**config.mk**
```make
export PLATFORM = sky130hd
export DESIGN_NAME = offload_cc
export DESIGN_NICKNAME = d
export VERILOG_FILES = /design/src/offload_pkg.sv /design/src/spill_register.sv /design/src/offload_dispatch.sv /design/src/mul_unit.sv /design/src/bit_unit.sv /design/src/offload_cc.sv
export VERILOG_INCLUDE_DIRS = /design/src
export SDC_FILE = /design/constraint.sdc
export NUM_CORES = 2
export LEC_CHECK = 0
export BUFFER_PORTS_ARGS = -buffer_cell sky130_fd_sc_hd__buf_4
export CAP_MARGIN = 10
export CORE_MARGIN = 1.5
export CORE_UTILIZATION = 60
export DETAILED_ROUTE_END_ITERATION = 16
export PLACE_DENSITY = 0.8
export SLEW_MARGIN = 20
export SYNTH_ARGS = -nofsm -noshare
export SYNTH_HDL_FRONTEND = slang
export SYNTH_SLANG_ARGS = --single-unit
```
**constraint.sdc**
```tcl
create_clock -name clk_i -period 11 [get_ports clk_i]
set_input_delay 2.2 -clock clk_i [delete_from_list [all_inputs] [get_ports clk_i]]
set_output_delay 2.2 -clock clk_i [all_outputs]
set_load 0.02 [all_outputs]
```
**src/offload_settings.svh**
```systemverilog
// --------------------
// Offload complex settings
// Widths, unit count and multiply depth shared by all blocks
// --------------------
`ifndef OFFLOAD_SETTINGS_SVH
`define OFFLOAD_SETTINGS_SVH

// Operand and result width
`define OFFLOAD_DATA_W 32
// Transaction id width
`define OFFLOAD_ID_W 5
// Op word width, same as offload_pkg::offload_op_u
`define OFFLOAD_OP_W 4

// Units behind the dispatcher and the target width they need
`define OFFLOAD_NUM_UNITS 2
`define OFFLOAD_TGT_W $clog2(`OFFLOAD_NUM_UNITS)
`define OFFLOAD_TGT_MUL 0
`define OFFLOAD_TGT_BIT 1

// Multiply pipeline depth
`define OFFLOAD_MUL_STAGES 2

`endif

```
**src/offload_pkg.sv**
```systemverilog
// --------------------
// Offload types
// Op word as read by the multiply and bit units
// --------------------
package offload_pkg;

  // One op word with two readings
  // The dispatcher never looks inside, each unit picks its own view
  typedef union packed {
    // Multiply view
    struct packed {
      logic rsvd;
      // Operand b taken as signed
      logic signed_b;
      // Operand a taken as signed
      logic signed_a;
      // Upper 32 bits of the product
      logic high_half;
    } mul_view;
    // Bit-manipulation view
    struct packed {
      logic       rsvd;
      // 0 sll, 1 srl, 2 sra, 3 popcount, 4 clz
      // 5 to 7 undefined
      logic [2:0] kind;
    } bit_view;
  } offload_op_u;

endpackage

```
**src/spill_register.sv**
```systemverilog
// --------------------
// Spill register
// Two-entry valid/ready slice that cuts data and handshake paths
// --------------------
`timescale 1ns/1ps

module spill_register #(
  parameter int WIDTH = 32
) (
  input  logic             clk_i,
  input  logic             rst_i,
  input  logic             valid_i,
  output logic             ready_o,
  input  logic [WIDTH-1:0] data_i,
  output logic             valid_o,
  input  logic             ready_i,
  output logic [WIDTH-1:0] data_o
);

  logic             out_full_q, spill_full_q;
  logic [WIDTH-1:0] out_data_q, spill_data_q;
  logic             in_take;
  logic             out_load;

  // Accept while the spill slot is free
  assign ready_o  = !spill_full_q;
  assign in_take  = valid_i && ready_o;
  // Output slot refills when empty or drained this cycle
  assign out_load = !out_full_q || ready_i;

  assign valid_o = out_full_q;
  assign data_o  = out_data_q;

  // Slot occupancy
  always_ff @(posedge clk_i or posedge rst_i) begin
    if (rst_i) begin
      out_full_q   <= 1'b0;
      spill_full_q <= 1'b0;
    end else if (out_load) begin
      // Spilled item is older and leaves first
      out_full_q   <= spill_full_q || in_take;
      spill_full_q <= 1'b0;
    end else if (in_take) begin
      spill_full_q <= 1'b1;
    end
  end

  // Slot contents
  always_ff @(posedge clk_i) begin
    if (out_load) begin
      out_data_q <= spill_full_q ? spill_data_q : data_i;
    end
    if (!out_load && in_take) begin
      spill_data_q <= data_i;
    end
  end

  // Stalled output holds both valid and data
  a_hold_out: assert property (@(posedge clk_i) disable iff (rst_i)
    valid_o && !ready_i |=> valid_o && $stable(data_o));

endmodule

```
**src/offload_dispatch.sv**
```systemverilog
// --------------------
// Offload dispatcher
// Steers requests by target, merges unit responses round-robin
// --------------------
`timescale 1ns/1ps
`include "offload_settings.svh"

module offload_dispatch (
  input  logic                       clk_i,
  input  logic                       rst_i,
  // Request from the request cut
  input  logic                       req_valid_i,
  input  logic [`OFFLOAD_TGT_W-1:0]  req_target_i,
  output logic                       req_ready_o,
  // Request handshake per unit
  output logic                       mul_valid_o,
  input  logic                       mul_ready_i,
  output logic                       bit_valid_o,
  input  logic                       bit_ready_i,
  // Multiply unit response
  input  logic [`OFFLOAD_DATA_W-1:0] mul_data_i,
  input  logic [`OFFLOAD_ID_W-1:0]   mul_id_i,
  input  logic                       mul_valid_i,
  output logic                       mul_accept_o,
  // Bit unit response
  input  logic [`OFFLOAD_DATA_W-1:0] bit_data_i,
  input  logic [`OFFLOAD_ID_W-1:0]   bit_id_i,
  input  logic                       bit_error_i,
  input  logic                       bit_valid_i,
  output logic                       bit_accept_o,
  // Merged response toward the response cut
  output logic [`OFFLOAD_DATA_W-1:0] resp_data_o,
  output logic [`OFFLOAD_ID_W-1:0]   resp_id_o,
  output logic                       resp_error_o,
  output logic                       resp_valid_o,
  input  logic                       resp_ready_i
);

  localparam int TGT_W = `OFFLOAD_TGT_W;
  localparam logic [TGT_W-1:0] TGT_MUL = TGT_W'(`OFFLOAD_TGT_MUL);
  localparam logic [TGT_W-1:0] TGT_BIT = TGT_W'(`OFFLOAD_TGT_BIT);

  // Grant select, high picks the bit unit
  logic gnt_bit;
  // Bit unit wins the next tie
  logic prio_bit_q;
  // Winner held while its response waits
  logic lock_q, lock_bit_q;

  // --------------------
  // Request demux
  // --------------------
  assign mul_valid_o = req_valid_i && (req_target_i == TGT_MUL);
  assign bit_valid_o = req_valid_i && (req_target_i == TGT_BIT);
  assign req_ready_o = (req_target_i == TGT_BIT) ? bit_ready_i : mul_ready_i;

  // --------------------
  // Response arbiter
  // --------------------
  always_comb begin
    if (lock_q) begin
      gnt_bit = lock_bit_q;
    end else if (mul_valid_i && bit_valid_i) begin
      gnt_bit = prio_bit_q;
    end else begin
      // Single requester or none
      gnt_bit = bit_valid_i;
    end
  end

  assign resp_valid_o = gnt_bit ? bit_valid_i : mul_valid_i;
  assign resp_data_o  = gnt_bit ? bit_data_i : mul_data_i;
  assign resp_id_o    = gnt_bit ? bit_id_i : mul_id_i;
  // Multiplies never fail
  assign resp_error_o = gnt_bit && bit_error_i;

  assign mul_accept_o = resp_ready_i && !gnt_bit;
  assign bit_accept_o = resp_ready_i && gnt_bit;

  // Pointer and lock
  always_ff @(posedge clk_i or posedge rst_i) begin
    if (rst_i) begin
      prio_bit_q <= 1'b0;
      lock_q     <= 1'b0;
      lock_bit_q <= 1'b0;
    end else if (resp_valid_o) begin
      lock_q     <= !resp_ready_i;
      lock_bit_q <= gnt_bit;
      // Winner drops to lowest priority once taken
      if (resp_ready_i) begin
        prio_bit_q <= !gnt_bit;
      end
    end
  end

  // Stalled winner keeps the response slot until taken
  a_grant_hold: assert property (@(posedge clk_i) disable iff (rst_i)
    resp_valid_o && !resp_ready_i |=> resp_valid_o && (gnt_bit == $past(gnt_bit)));

endmodule

```
**src/mul_unit.sv**
```systemverilog
// --------------------
// Multiply unit
// Two-stage 32x32 multiplier, low or high half, signed or unsigned
// --------------------
`timescale 1ns/1ps
`include "offload_settings.svh"

module mul_unit (
  input  logic                       clk_i,
  input  logic                       rst_i,
  input  logic                       valid_i,
  output logic                       ready_o,
  input  logic [`OFFLOAD_ID_W-1:0]   id_i,
  input  offload_pkg::offload_op_u   op_i,
  input  logic [`OFFLOAD_DATA_W-1:0] arga_i,
  input  logic [`OFFLOAD_DATA_W-1:0] argb_i,
  output logic                       valid_o,
  input  logic                       ready_i,
  output logic [`OFFLOAD_DATA_W-1:0] data_o,
  output logic [`OFFLOAD_ID_W-1:0]   id_o
);

  localparam int DW     = `OFFLOAD_DATA_W;
  localparam int STAGES = `OFFLOAD_MUL_STAGES;

  // Stage valids, bit 0 is the product stage
  logic [STAGES-1:0]        vld_q;
  logic                     advance;
  // Operands widened by one bit that carries the sign
  logic [DW:0]              a_ext, b_ext;
  logic signed [2*DW+1:0]   prod;
  // Stage one payload
  logic [2*DW-1:0]          prod_q;
  logic                     high_q;
  logic [`OFFLOAD_ID_W-1:0] id1_q;
  // Stage two payload
  logic [DW-1:0]            res_q;
  logic [`OFFLOAD_ID_W-1:0] id2_q;

  // Whole pipe moves or whole pipe waits
  assign advance = !vld_q[STAGES-1] || ready_i;
  assign ready_o = advance;

  always_ff @(posedge clk_i or posedge rst_i) begin
    if (rst_i) begin
      vld_q <= '0;
    end else if (advance) begin
      vld_q <= {vld_q[STAGES-2:0], valid_i};
    end
  end

  // --------------------
  // Stage one
  // --------------------
  assign a_ext = {op_i.mul_view.signed_a && arga_i[DW-1], arga_i};
  assign b_ext = {op_i.mul_view.signed_b && argb_i[DW-1], argb_i};
  assign prod  = $signed(a_ext) * $signed(b_ext);

  always_ff @(posedge clk_i) begin
    if (advance) begin
      prod_q <= prod[2*DW-1:0];
      high_q <= op_i.mul_view.high_half;
      id1_q  <= id_i;
      // Stage two picks the half
      res_q  <= high_q ? prod_q[2*DW-1:DW] : prod_q[DW-1:0];
      id2_q  <= id1_q;
    end
  end

  assign valid_o = vld_q[STAGES-1];
  assign data_o  = res_q;
  assign id_o    = id2_q;

  // Nothing comes out right after reset
  a_rst_quiet: assert property (@(posedge clk_i) $past(rst_i) |-> !valid_o);

endmodule

```
**src/bit_unit.sv**
```systemverilog
// --------------------
// Bit-manipulation unit
// Shifts, popcount and leading-zero count in one registered stage
// --------------------
`timescale 1ns/1ps
`include "offload_settings.svh"

module bit_unit (
  input  logic                       clk_i,
  input  logic                       rst_i,
  input  logic                       valid_i,
  output logic                       ready_o,
  input  logic [`OFFLOAD_ID_W-1:0]   id_i,
  input  offload_pkg::offload_op_u   op_i,
  input  logic [`OFFLOAD_DATA_W-1:0] arga_i,
  input  logic [`OFFLOAD_DATA_W-1:0] argb_i,
  output logic                       valid_o,
  input  logic                       ready_i,
  output logic [`OFFLOAD_DATA_W-1:0] data_o,
  output logic [`OFFLOAD_ID_W-1:0]   id_o,
  output logic                       error_o
);

  localparam int DW   = `OFFLOAD_DATA_W;
  localparam int SH_W = $clog2(DW);
  // Kind codes of the bit view
  localparam logic [2:0] KIND_SLL = 3'd0;
  localparam logic [2:0] KIND_SRL = 3'd1;
  localparam logic [2:0] KIND_SRA = 3'd2;
  localparam logic [2:0] KIND_POP = 3'd3;
  localparam logic [2:0] KIND_CLZ = 3'd4;

  logic [SH_W-1:0]          shamt;
  logic [DW-1:0]            pop_cnt, lz_cnt, res_d;
  logic                     err_d;
  // Output register
  logic                     vld_q, err_q;
  logic [DW-1:0]            res_q;
  logic [`OFFLOAD_ID_W-1:0] id_q;

  assign shamt = argb_i[SH_W-1:0];

  // Population count
  always_comb begin
    pop_cnt = '0;
    for (int i = 0; i < DW; i++) begin
      pop_cnt = pop_cnt + DW'(arga_i[i]);
    end
  end

  // Leading zeros, highest set bit wins, all-zero gives DW
  always_comb begin
    lz_cnt = DW'(DW);
    for (int i = 0; i < DW; i++) begin
      if (arga_i[i]) begin
        lz_cnt = DW'(DW - 1 - i);
      end
    end
  end

  // Result select
  always_comb begin
    res_d = '0;
    err_d = 1'b0;
    case (op_i.bit_view.kind)
      KIND_SLL: res_d = arga_i << shamt;
      KIND_SRL: res_d = arga_i >> shamt;
      KIND_SRA: res_d = $signed(arga_i) >>> shamt;
      KIND_POP: res_d = pop_cnt;
      KIND_CLZ: res_d = lz_cnt;
      // Undefined kinds answer zero
      default:  err_d = 1'b1;
    endcase
  end

  // New item enters in the cycle the old one leaves
  assign ready_o = !vld_q || ready_i;

  always_ff @(posedge clk_i or posedge rst_i) begin
    if (rst_i) begin
      vld_q <= 1'b0;
    end else if (ready_o) begin
      vld_q <= valid_i;
    end
  end

  always_ff @(posedge clk_i) begin
    if (valid_i && ready_o) begin
      res_q <= res_d;
      err_q <= err_d;
      id_q  <= id_i;
    end
  end

  assign valid_o = vld_q;
  assign data_o  = res_q;
  assign error_o = err_q;
  assign id_o    = id_q;

  // Error responses carry no data
  a_err_zero: assert property (@(posedge clk_i) disable iff (rst_i)
    valid_o && error_o |-> data_o == '0);

endmodule

```
**src/offload_cc.sv**
```systemverilog
// --------------------
// Offload complex top
// Request cut, dispatcher, multiply and bit units, response cut
// --------------------
`timescale 1ns/1ps
`include "offload_settings.svh"

module offload_cc (
  input  logic                       clk_i,
  input  logic                       rst_i,
  input  logic [`OFFLOAD_TGT_W-1:0]  req_target_i,
  input  logic [`OFFLOAD_ID_W-1:0]   req_id_i,
  input  offload_pkg::offload_op_u   req_op_i,
  input  logic [`OFFLOAD_DATA_W-1:0] req_arga_i,
  input  logic [`OFFLOAD_DATA_W-1:0] req_argb_i,
  input  logic                       req_valid_i,
  output logic                       req_ready_o,
  output logic [`OFFLOAD_DATA_W-1:0] resp_data_o,
  output logic [`OFFLOAD_ID_W-1:0]   resp_id_o,
  output logic                       resp_error_o,
  output logic                       resp_valid_o,
  input  logic                       resp_ready_i
);
  import offload_pkg::*;

  localparam int DW     = `OFFLOAD_DATA_W;
  localparam int IW     = `OFFLOAD_ID_W;
  localparam int REQ_W  = `OFFLOAD_TGT_W + IW + `OFFLOAD_OP_W + 2 * DW;
  localparam int RESP_W = DW + IW + 1;

  // Request behind the cut
  logic [REQ_W-1:0]          req_q;
  logic                      req_q_valid, req_q_ready;
  logic [`OFFLOAD_TGT_W-1:0] req_q_target;
  logic [IW-1:0]             req_q_id;
  offload_op_u               req_q_op;
  logic [DW-1:0]             req_q_arga, req_q_argb;
  // Unit handshakes and responses
  logic                      mul_req_valid, mul_req_ready, bit_req_valid, bit_req_ready;
  logic [DW-1:0]             mul_data, bit_data;
  logic [IW-1:0]             mul_id, bit_id;
  logic                      mul_valid, mul_accept, bit_valid, bit_accept, bit_error;
  // Merged response ahead of the cut
  logic [DW-1:0]             arb_data;
  logic [IW-1:0]             arb_id;
  logic                      arb_error, arb_valid, arb_ready;
  logic [RESP_W-1:0]         resp_q;

  // Request path cut
  spill_register #(.WIDTH (REQ_W)) u_req_cut (
    .clk_i, .rst_i,
    .valid_i (req_valid_i),
    .ready_o (req_ready_o),
    .data_i  ({req_target_i, req_id_i, req_op_i, req_arga_i, req_argb_i}),
    .valid_o (req_q_valid),
    .ready_i (req_q_ready),
    .data_o  (req_q)
  );

  assign {req_q_target, req_q_id, req_q_op, req_q_arga, req_q_argb} = req_q;

  offload_dispatch u_dispatch (
    .clk_i, .rst_i,
    .req_valid_i  (req_q_valid),
    .req_target_i (req_q_target),
    .req_ready_o  (req_q_ready),
    .mul_valid_o  (mul_req_valid),
    .mul_ready_i  (mul_req_ready),
    .bit_valid_o  (bit_req_valid),
    .bit_ready_i  (bit_req_ready),
    .mul_data_i   (mul_data),
    .mul_id_i     (mul_id),
    .mul_valid_i  (mul_valid),
    .mul_accept_o (mul_accept),
    .bit_data_i   (bit_data),
    .bit_id_i     (bit_id),
    .bit_error_i  (bit_error),
    .bit_valid_i  (bit_valid),
    .bit_accept_o (bit_accept),
    .resp_data_o  (arb_data),
    .resp_id_o    (arb_id),
    .resp_error_o (arb_error),
    .resp_valid_o (arb_valid),
    .resp_ready_i (arb_ready)
  );

  mul_unit u_mul_unit (
    .clk_i, .rst_i,
    .valid_i (mul_req_valid),
    .ready_o (mul_req_ready),
    .id_i    (req_q_id),
    .op_i    (req_q_op),
    .arga_i  (req_q_arga),
    .argb_i  (req_q_argb),
    .valid_o (mul_valid),
    .ready_i (mul_accept),
    .data_o  (mul_data),
    .id_o    (mul_id)
  );

  bit_unit u_bit_unit (
    .clk_i, .rst_i,
    .valid_i (bit_req_valid),
    .ready_o (bit_req_ready),
    .id_i    (req_q_id),
    .op_i    (req_q_op),
    .arga_i  (req_q_arga),
    .argb_i  (req_q_argb),
    .valid_o (bit_valid),
    .ready_i (bit_accept),
    .data_o  (bit_data),
    .id_o    (bit_id),
    .error_o (bit_error)
  );

  // Response path cut
  spill_register #(.WIDTH (RESP_W)) u_resp_cut (
    .clk_i, .rst_i,
    .valid_i (arb_valid),
    .ready_o (arb_ready),
    .data_i  ({arb_data, arb_id, arb_error}),
    .valid_o (resp_valid_o),
    .ready_i (resp_ready_i),
    .data_o  (resp_q)
  );

  assign {resp_data_o, resp_id_o, resp_error_o} = resp_q;

endmodule

```
**Word level (Yosys, flattened, before mapping)**

Index checks and enable logic that the tools add are counted.

- Bits in registers: 379
- Input bits: 78
- Output and inout bits: 40
- Logic and storage cells: 142

- Add/subtract/negate cells: 31
- Multiply operators: 1
- Equal/unequal tests: 4
- Shift-type cells: 3
- Mux-type cells: 47
- Bitwise gates (word level): 2
- Reductions and logical operators: 33

Operator list:

| kind | count |
|---|---|
| 32-bit by 1-bit adder with 32-bit output | 30 |
| 6-bit two-way mux | 32 |
| 32-bit one-hot mux with 5 select lines | 1 |
| 74-bit two-way mux | 1 |
| 33-bit by 33-bit multiplier with 64-bit output | 1 |
| 32-bit two-way mux | 2 |
| 38-bit two-way mux | 1 |
| 32-bit by 5-bit << shifter with 32-bit output | 1 |
| 32-bit by 5-bit right shift with 32-bit output | 1 |
| 32-bit by 5-bit >>> shifter with 32-bit output | 1 |
| 1-bit logical AND | 13 |
| 1-bit zero test | 9 |
| 1-bit two-way mux | 9 |
| 3-bit by 2-bit equality test with 1-bit output (second input constant) | 2 |
| 1-bit logical OR | 6 |
| 5-bit two-way mux | 1 |
| 5-bit OR reduction | 1 |
| 2-bit nonzero test | 2 |
| 3-bit by 1-bit equality test with 1-bit output (second input constant) | 1 |
| 3-bit equality test (second input constant) | 1 |
| 3-bit zero test | 1 |
| 1-bit by 1-bit adder with 2-bit output | 1 |
| 1-bit NOT | 2 |
| 2-bit AND reduction | 1 |

**Logic depth before layout (Yosys ltp)**

- Depth in word-level cells: 33
- Gate-level depth with buffers: 33

**Hierarchy**

Synthesis repeated with hierarchy kept, for this count alone.

- Cell total of the unflattened synthesis: 5484
- Area, all modules: 57492.6 µm²

Modules (own cells, without submodules):

| module | instances | cells an instance | area an instance (µm²) |
|---|---|---|---|
| mul_unit | 1 | 4309 | 41628.7 |
| bit_unit | 1 | 739 | 6597.6 |
| spill_register at u_req_cut | 1 | 240 | 5537.8 |
| spill_register at u_resp_cut | 1 | 128 | 3017.9 |
| offload_dispatch | 1 | 68 | 710.7 |

**Least setup slack after synthesis**

OpenSTA, ideal clock, no wires.

- Kind: register to register
- Start: reg u_bit_unit.vld_q, in the netlist u_bit_unit.valid_o
- End: reg u_req_cut.spill_data_q[0], enable pin
- Data arrival time: 9.130 ns
- Data required time: 9.748 ns
- Setup slack: 0.618 ns
- Cell stages (with the launch flop): 7
- Path buffers: 0
- Cells stage by stage: dfrtp_1 > inv_1 > nor2_1 > a22o_1 > xor2_1 > o211ai_1 > nor3b_1

- Word-level cells in the longest chain between the ends: 10
- Elaborated cells between the ends (all ways): 13
- Classes of those cells: 3 x mux; 10 x reduce/logical

RTL lines:

| what | RTL line | source |
|---|---|---|
| start: declaration | bit_unit.sv:37 | `logic vld_q, err_q;` |
| start signal: assignment | bit_unit.sv:83 | `vld_q <= valid_i;` |
| 1-bit logical AND | offload_dispatch.sv:63 | `end else if (mul_valid_i && bit_valid_i) begin` |
| 1-bit two-way mux | offload_dispatch.sv:63 |  |
| 1-bit two-way mux | offload_dispatch.sv:61 | `if (lock_q) begin` |
| 1-bit zero test | offload_dispatch.sv:77 | `assign mul_accept_o = resp_ready_i && !gnt_bit;` |
| 1-bit logical AND | offload_dispatch.sv:77 |  |
| 1-bit logical OR | mul_unit.sv:41 | `assign advance = !vld_q[STAGES-1] \|\| ready_i;` |
| 1-bit two-way mux (*) | offload_dispatch.sv:55 | `assign req_ready_o = (req_target_i == TGT_BIT) ? bit_ready_i : mul_ready_i;` |
| 1-bit logical OR (*) | spill_register.sv:29 | `assign out_load = !out_full_q \|\| ready_i;` |
| 1-bit zero test (*) | spill_register.sv:53 | `if (!out_load && in_take) begin` |
| 1-bit logical AND (*) | spill_register.sv:53 |  |
| end signal: assignment | spill_register.sv:54 | `spill_data_q <= data_i;` |
| end: declaration | spill_register.sv:21 | `logic [WIDTH-1:0] out_data_q, spill_data_q;` |

Mark *: on every way between the ends. The rest lies on a longest branch, timed or not.
A chain may end at the register's enable or synchronous reset.

**Worst setup path in the final report**

- Start: reg u_req_cut.out_data_q[65], in the netlist u_req_cut.data_o[65]
- End: reg u_mul_unit.prod_q[60] (data pin)

- Word-level cells in the longest chain between the ends: 2

RTL lines:

| what | RTL line | source |
|---|---|---|
| start: declaration | spill_register.sv:21 |  |
| start signal: assignment | spill_register.sv:51 | `out_data_q <= spill_full_q ? spill_data_q : data_i;` |
| 1-bit logical AND | mul_unit.sv:55 | `assign a_ext = {op_i.mul_view.signed_a && arga_i[DW-1], arga_i};` |
| 33-bit by 33-bit multiplier with 64-bit output | mul_unit.sv:57 | `assign prod = $signed(a_ext) * $signed(b_ext);` |
| via u_mul_unit.prod[60] | mul_unit.sv:31 | `logic signed [2*DW+1:0] prod;` |
| end signal: assignment | mul_unit.sv:61 | `prod_q <= prod[2*DW-1:0];` |
| end: declaration | mul_unit.sv:33 | `logic [2*DW-1:0] prod_q;` |

The timed path passes the listed nets, and every way through them passes these cells.

==> impl_summary.txt <==
----------------------------------------------------
[Timing]
  Slew at the pin closest to its max-slew limit ... 1.27 ns
  Period minus WS final ... 9.13 ns
  Maximum clock frequency ... 0.110 GHz
  Max-slew headroom at the worst pin ... 15.3%
  Final Hold Violating Endpoints ... 0
  Number of pins exceeding their max-slew limit in the final report ... 0
  Accumulated negative setup slack ... 0 ns
  Post-route clock period utilization ... 83.0%
  Total setup violations reported at the end of the flow ... 0
  Fin Clk Skew ... 0.0279 ns
  RSZ-0062 raised after global routing ... no

[Worst setup path]
  Minimum setup slack among reg-to-reg paths ... 1.87 ns
  FF-to-FF path depth ... 27
  CP endpoint kind ... flip-flop
  Critical register-to-register path endpoint ... u_mul_unit.prod_q[60]$_DFFE_PP_
  FF-to-FF Start ... u_req_cut.data_o[65]$_DFFE_PN_
  Required time of the critical path ... 11.31 ns
  Top fanout value on the critical path ... 12
  Classification of the worst setup path ... flip-flop to flip-flop
  Data arrival time of the worst path ... 9.43 ns
  Type of origin of the critical path ... flip-flop

[Route]
  Routed length on met3 ... 18200 um
  Via count ... 39700
  1st-iter DRT viols ... 4146
  Wire length reported by the detailed router ... 153000 um
  Highest signal layer in the routed design ... met5
  Number of iterations in the first detailed-routing pass ... 6
  Vias per inst ... 5.87
  Residual DRC ... 0
  Residual antenna-violating net count after detailed routing ... 0
  Post-detailed-route wirelength per cell ... 22.7 um
  WL met1 ... 56000 um
  Metal2 WL ... 71300 um

[Hold path]
  Cell depth of the worst hold path ... 0
  Worst hold path startpoint ... u_mul_unit.id1_q[0]$_DFFE_PP_
  Class of the tightest hold or removal check ... flip-flop to flip-flop
  Min-Delay Endpoint ... u_mul_unit.id_o[0]$_DFFE_PP_

[Layout]
  Commonest non-fill, non-tap cell in the layout ... sky130_fd_sc_hd__inv_1
  Fraction of final layout cells sized beyond drive strength 1 ... 8.26%
  Area growth from synthesis to layout ... 5.64%
  Filler cells ... 7109
  Commonest non-fill, non-tap cells in the layout ... sky130_fd_sc_hd__inv_1, sky130_fd_sc_hd__fa_1, sky130_fd_sc_hd__nand2_1, sky130_fd_sc_hd__edfxtp_1, sky130_fd_sc_hd__and2_1
  Non-Filler Cell Area, Final ... 59100 um2
  Final layout net count ... 6939

[Global route]
  Via count of the first global-routing pass ... 43000
  Overflow left after global routing ... 0
  Overall routing resource usage ... 33.7%
  Pin count of the biggest net entering global routing ... 77
  Number of antenna violations at the first check in global routing ... 8
  Global-route wire length before repair ... 241000 um

[Place]
  Number of I/O port buffers ... 116
  Total half-perimeter wirelength after legalization and detailed placement ... 118000 um
  RePlAce Congestion ... 0.973
  Standard cell area after detailed placement ... 57800 um2

[Synth]
  Count of flip-flops with a built-in enable after synthesis ... 367
  Share of the synthesized area in the top cell type ... 41.1%
  Proportion of synthesized chip area in sequential cells ... 20.2%
  Avg Cell Area, Syn ... 10.0 um2
  Dominant cells by area after synthesis ... sky130_fd_sc_hd__fa_1, sky130_fd_sc_hd__edfxtp_1, sky130_fd_sc_hd__inv_1
  Cell type with the largest total area after synthesis ... sky130_fd_sc_hd__fa_1
  Cell Area, Synth ... 55900 um2
  Main synth FF type ... sky130_fd_sc_hd__edfxtp_1
  Yosys cell types ... 86
  Proportion of register bits with asynchronous set or reset after synthesis ... 2.65%
  Number of register bits inferred by synthesis ... 377
  Post-synthesis net count ... 7020
  Total of warnings raised by yosys ... 0
  Gate Count Post-Synth ... 5571

[CTS]
  CTS root buffer ... sky130_fd_sc_hd__clkbuf_16
  Clock tree from TritonCTS ... done
  H-tree lvl count ... 2
  CTS max path bufs ... 3
  Number of buffers inserted to repair setup after CTS ... 0
  Clock latency at the later pin of the worst-skew pair ... 0.59 ns
  Clock-pin slew on the worst setup and hold paths ... 0.06 ns
  CTS resizes ... 0
  CTS Buf Count ... 38
  # clock sinks ... 377
  Hold buffer count at CTS ... 0

[Floorplan]
  Height of the die ... 308 um
  Cell Rows ... 111
  Die ar. ... 95000 um2
  Area of the core ... 91900 um2
  Effective utilization at floorplan ... 60.8%
  IO Count ... 118
  Die span in x ... 308 um

[Run]
  Count of max-cap constraint violations ... 0

[Run status]
  Outcome ... completed

----------------------------------------------------
-- critical path: stages (launching register included) --
cell and delay (ns):
sky130_fd_sc_hd__edfxtp_1 0.44, sky130_fd_sc_hd__inv_1 0.36, sky130_fd_sc_hd__nor2_1 0.11, sky130_fd_sc_hd__buf_4 0.25, sky130_fd_sc_hd__nand2_1 0.14, sky130_fd_sc_hd__inv_1 0.10
sky130_fd_sc_hd__fa_1 0.79, sky130_fd_sc_hd__inv_1 0.12, sky130_fd_sc_hd__fa_1 0.86, sky130_fd_sc_hd__inv_1 0.17, sky130_fd_sc_hd__fa_1 0.59, sky130_fd_sc_hd__inv_1 0.38
sky130_fd_sc_hd__fa_1 0.53, sky130_fd_sc_hd__fa_1 0.63, sky130_fd_sc_hd__fa_1 0.47, sky130_fd_sc_hd__fa_1 0.47, sky130_fd_sc_hd__fa_1 0.50, sky130_fd_sc_hd__inv_1 0.04
sky130_fd_sc_hd__ha_1 0.37, sky130_fd_sc_hd__a21oi_1 0.20, sky130_fd_sc_hd__o21ai_0 0.13, sky130_fd_sc_hd__a21o_1 0.19, sky130_fd_sc_hd__a21oi_1 0.14, sky130_fd_sc_hd__nor2_1 0.05
sky130_fd_sc_hd__o21ai_0 0.18, sky130_fd_sc_hd__nand2_1 0.11, sky130_fd_sc_hd__a2111oi_0 0.41, sky130_fd_sc_hd__a211oi_1 0.09
-- metal layers --
layer | GRT usage [%] | up-vias
met4 | 14.5 | 8
met3 | 9.26 | 538
met5 | 0 | -
li1 | - | 16800
met2 | 54.1 | 2315
met1 | 43.3 | 20100
-- cell usage after synthesis (4+ instances only) --
master / n
sky130_fd_sc_hd__nor3_1: 22
sky130_fd_sc_hd__buf_1: 34
sky130_fd_sc_hd__a311oi_1: 5
sky130_fd_sc_hd__a2111oi_0: 4
sky130_fd_sc_hd__o211ai_1: 19
sky130_fd_sc_hd__o21bai_1: 11
sky130_fd_sc_hd__fa_1: 1149
sky130_fd_sc_hd__mux2_2: 150
sky130_fd_sc_hd__a211oi_1: 21
sky130_fd_sc_hd__xnor2_1: 51
sky130_fd_sc_hd__a221oi_1: 6
sky130_fd_sc_hd__a31oi_1: 14
sky130_fd_sc_hd__xor2_1: 25
sky130_fd_sc_hd__nand2b_1: 25
sky130_fd_sc_hd__ha_1: 222
sky130_fd_sc_hd__edfxtp_1: 367
sky130_fd_sc_hd__inv_1: 1178
sky130_fd_sc_hd__dfrtp_1: 10
sky130_fd_sc_hd__nor3b_1: 6
sky130_fd_sc_hd__mux2i_1: 88
sky130_fd_sc_hd__o21ai_1: 11
sky130_fd_sc_hd__nor2_1: 199
sky130_fd_sc_hd__a211o_1: 11
sky130_fd_sc_hd__o31ai_1: 7
sky130_fd_sc_hd__o21ai_0: 124
sky130_fd_sc_hd__buf_2: 7
sky130_fd_sc_hd__a22oi_1: 7
sky130_fd_sc_hd__o311ai_0: 4
sky130_fd_sc_hd__nand3_1: 31
sky130_fd_sc_hd__nor4_1: 7
sky130_fd_sc_hd__a21o_1: 33
sky130_fd_sc_hd__a221o_1: 4
sky130_fd_sc_hd__and2_1: 287
sky130_fd_sc_hd__mux4_2: 6
sky130_fd_sc_hd__o22ai_1: 10
sky130_fd_sc_hd__nand2_1: 905
sky130_fd_sc_hd__clkbuf_1: 278
sky130_fd_sc_hd__nand4_1: 10
sky130_fd_sc_hd__o21a_1: 8
sky130_fd_sc_hd__and3_1: 17
sky130_fd_sc_hd__or2_2: 5
sky130_fd_sc_hd__nor2b_1: 8
sky130_fd_sc_hd__o221ai_1: 4
sky130_fd_sc_hd__a21oi_1: 111
-- cell type report --
type                    instances  area [um2]  area share, %
diodes                          5        12.5         0.0212
well taps                    1243        1560           2.63
flip-flops and latches        377       11300           19.1
multi-input cells            3686       39000           66.0
inverters                    1182        4440           7.51
clock buffers                  43         970           1.64
repair buffers                205        1560           2.64
clock inverters                26         293          0.496
-- stage by stage --
step / utilization [%] / hold WS, ns / setup slack (ns) / instances
2_1_floorplan: - / 0.400 / 0.618 / 5571
3_3_place_gp: 62.8 / 0.400 / 2.04 / 6691
3_5_place_dp: 62.8 / 0.424 / 1.94 / 6691
4_1_cts: 64.2 / 0.435 / 1.91 / 6760
5_1_grt: 64.2 / 0.442 / 1.51 / 6763
6_report: 64.2 / 0.435 / 1.87 / 6767
-- worst max path at each step --
stage / start / to / slack [ns]
after floorplan: u_bit_unit.valid_o$_DFFE_PP0P_ / u_req_cut.spill_data_q[0]$_DFFE_PP_ / 0.62
after global placement: u_req_cut.data_o[63]$_DFFE_PN_ / u_mul_unit.prod_q[60]$_DFFE_PP_ / 2.04
after detailed placement: u_req_cut.data_o[63]$_DFFE_PN_ / u_mul_unit.prod_q[63]$_DFFE_PP_ / 1.94
after CTS: u_req_cut.data_o[63]$_DFFE_PN_ / u_mul_unit.prod_q[63]$_DFFE_PP_ / 1.91
after global routing: u_req_cut.data_o[63]$_DFFE_PN_ / u_mul_unit.prod_q[63]$_DFFE_PP_ / 1.51
final: u_req_cut.data_o[65]$_DFFE_PN_ / u_mul_unit.prod_q[60]$_DFFE_PP_ / 1.87
-- logic make-up (layout without fill, tap and decap cells) --
family | after synthesis | after routing | share of synthesized area (%)
adder cells (fa/ha/maj) | 1371 | 1371 | 46.1
buffers and inverters | 1508 | 1456 | 10.2
multiplexers | 244 | 244 | 4.84
flip-flops | 377 | 377 | 20.2
AND/OR/NAND/NOR | 1539 | 1539 | 12.3
XOR/XNOR | 76 | 76 | 1.19
other | 0 | 5 | 0
AO/OA/AOI/OAI | 456 | 456 | 5.24
-- flip-flops by register name (all words and copies together), names as in the netlist, 32 cells and up --
name,flops
u_mul_unit.prod_q,64
u_resp_cut.data_o,38
u_req_cut.spill_data_q,73
u_bit_unit.data_o,32
u_req_cut.data_o,73
u_resp_cut.spill_data_q,38
u_mul_unit.data_o,32
Power is not shown: default switching activity piles up to over one toggle a cycle in this logic, so the estimate is an artifact.
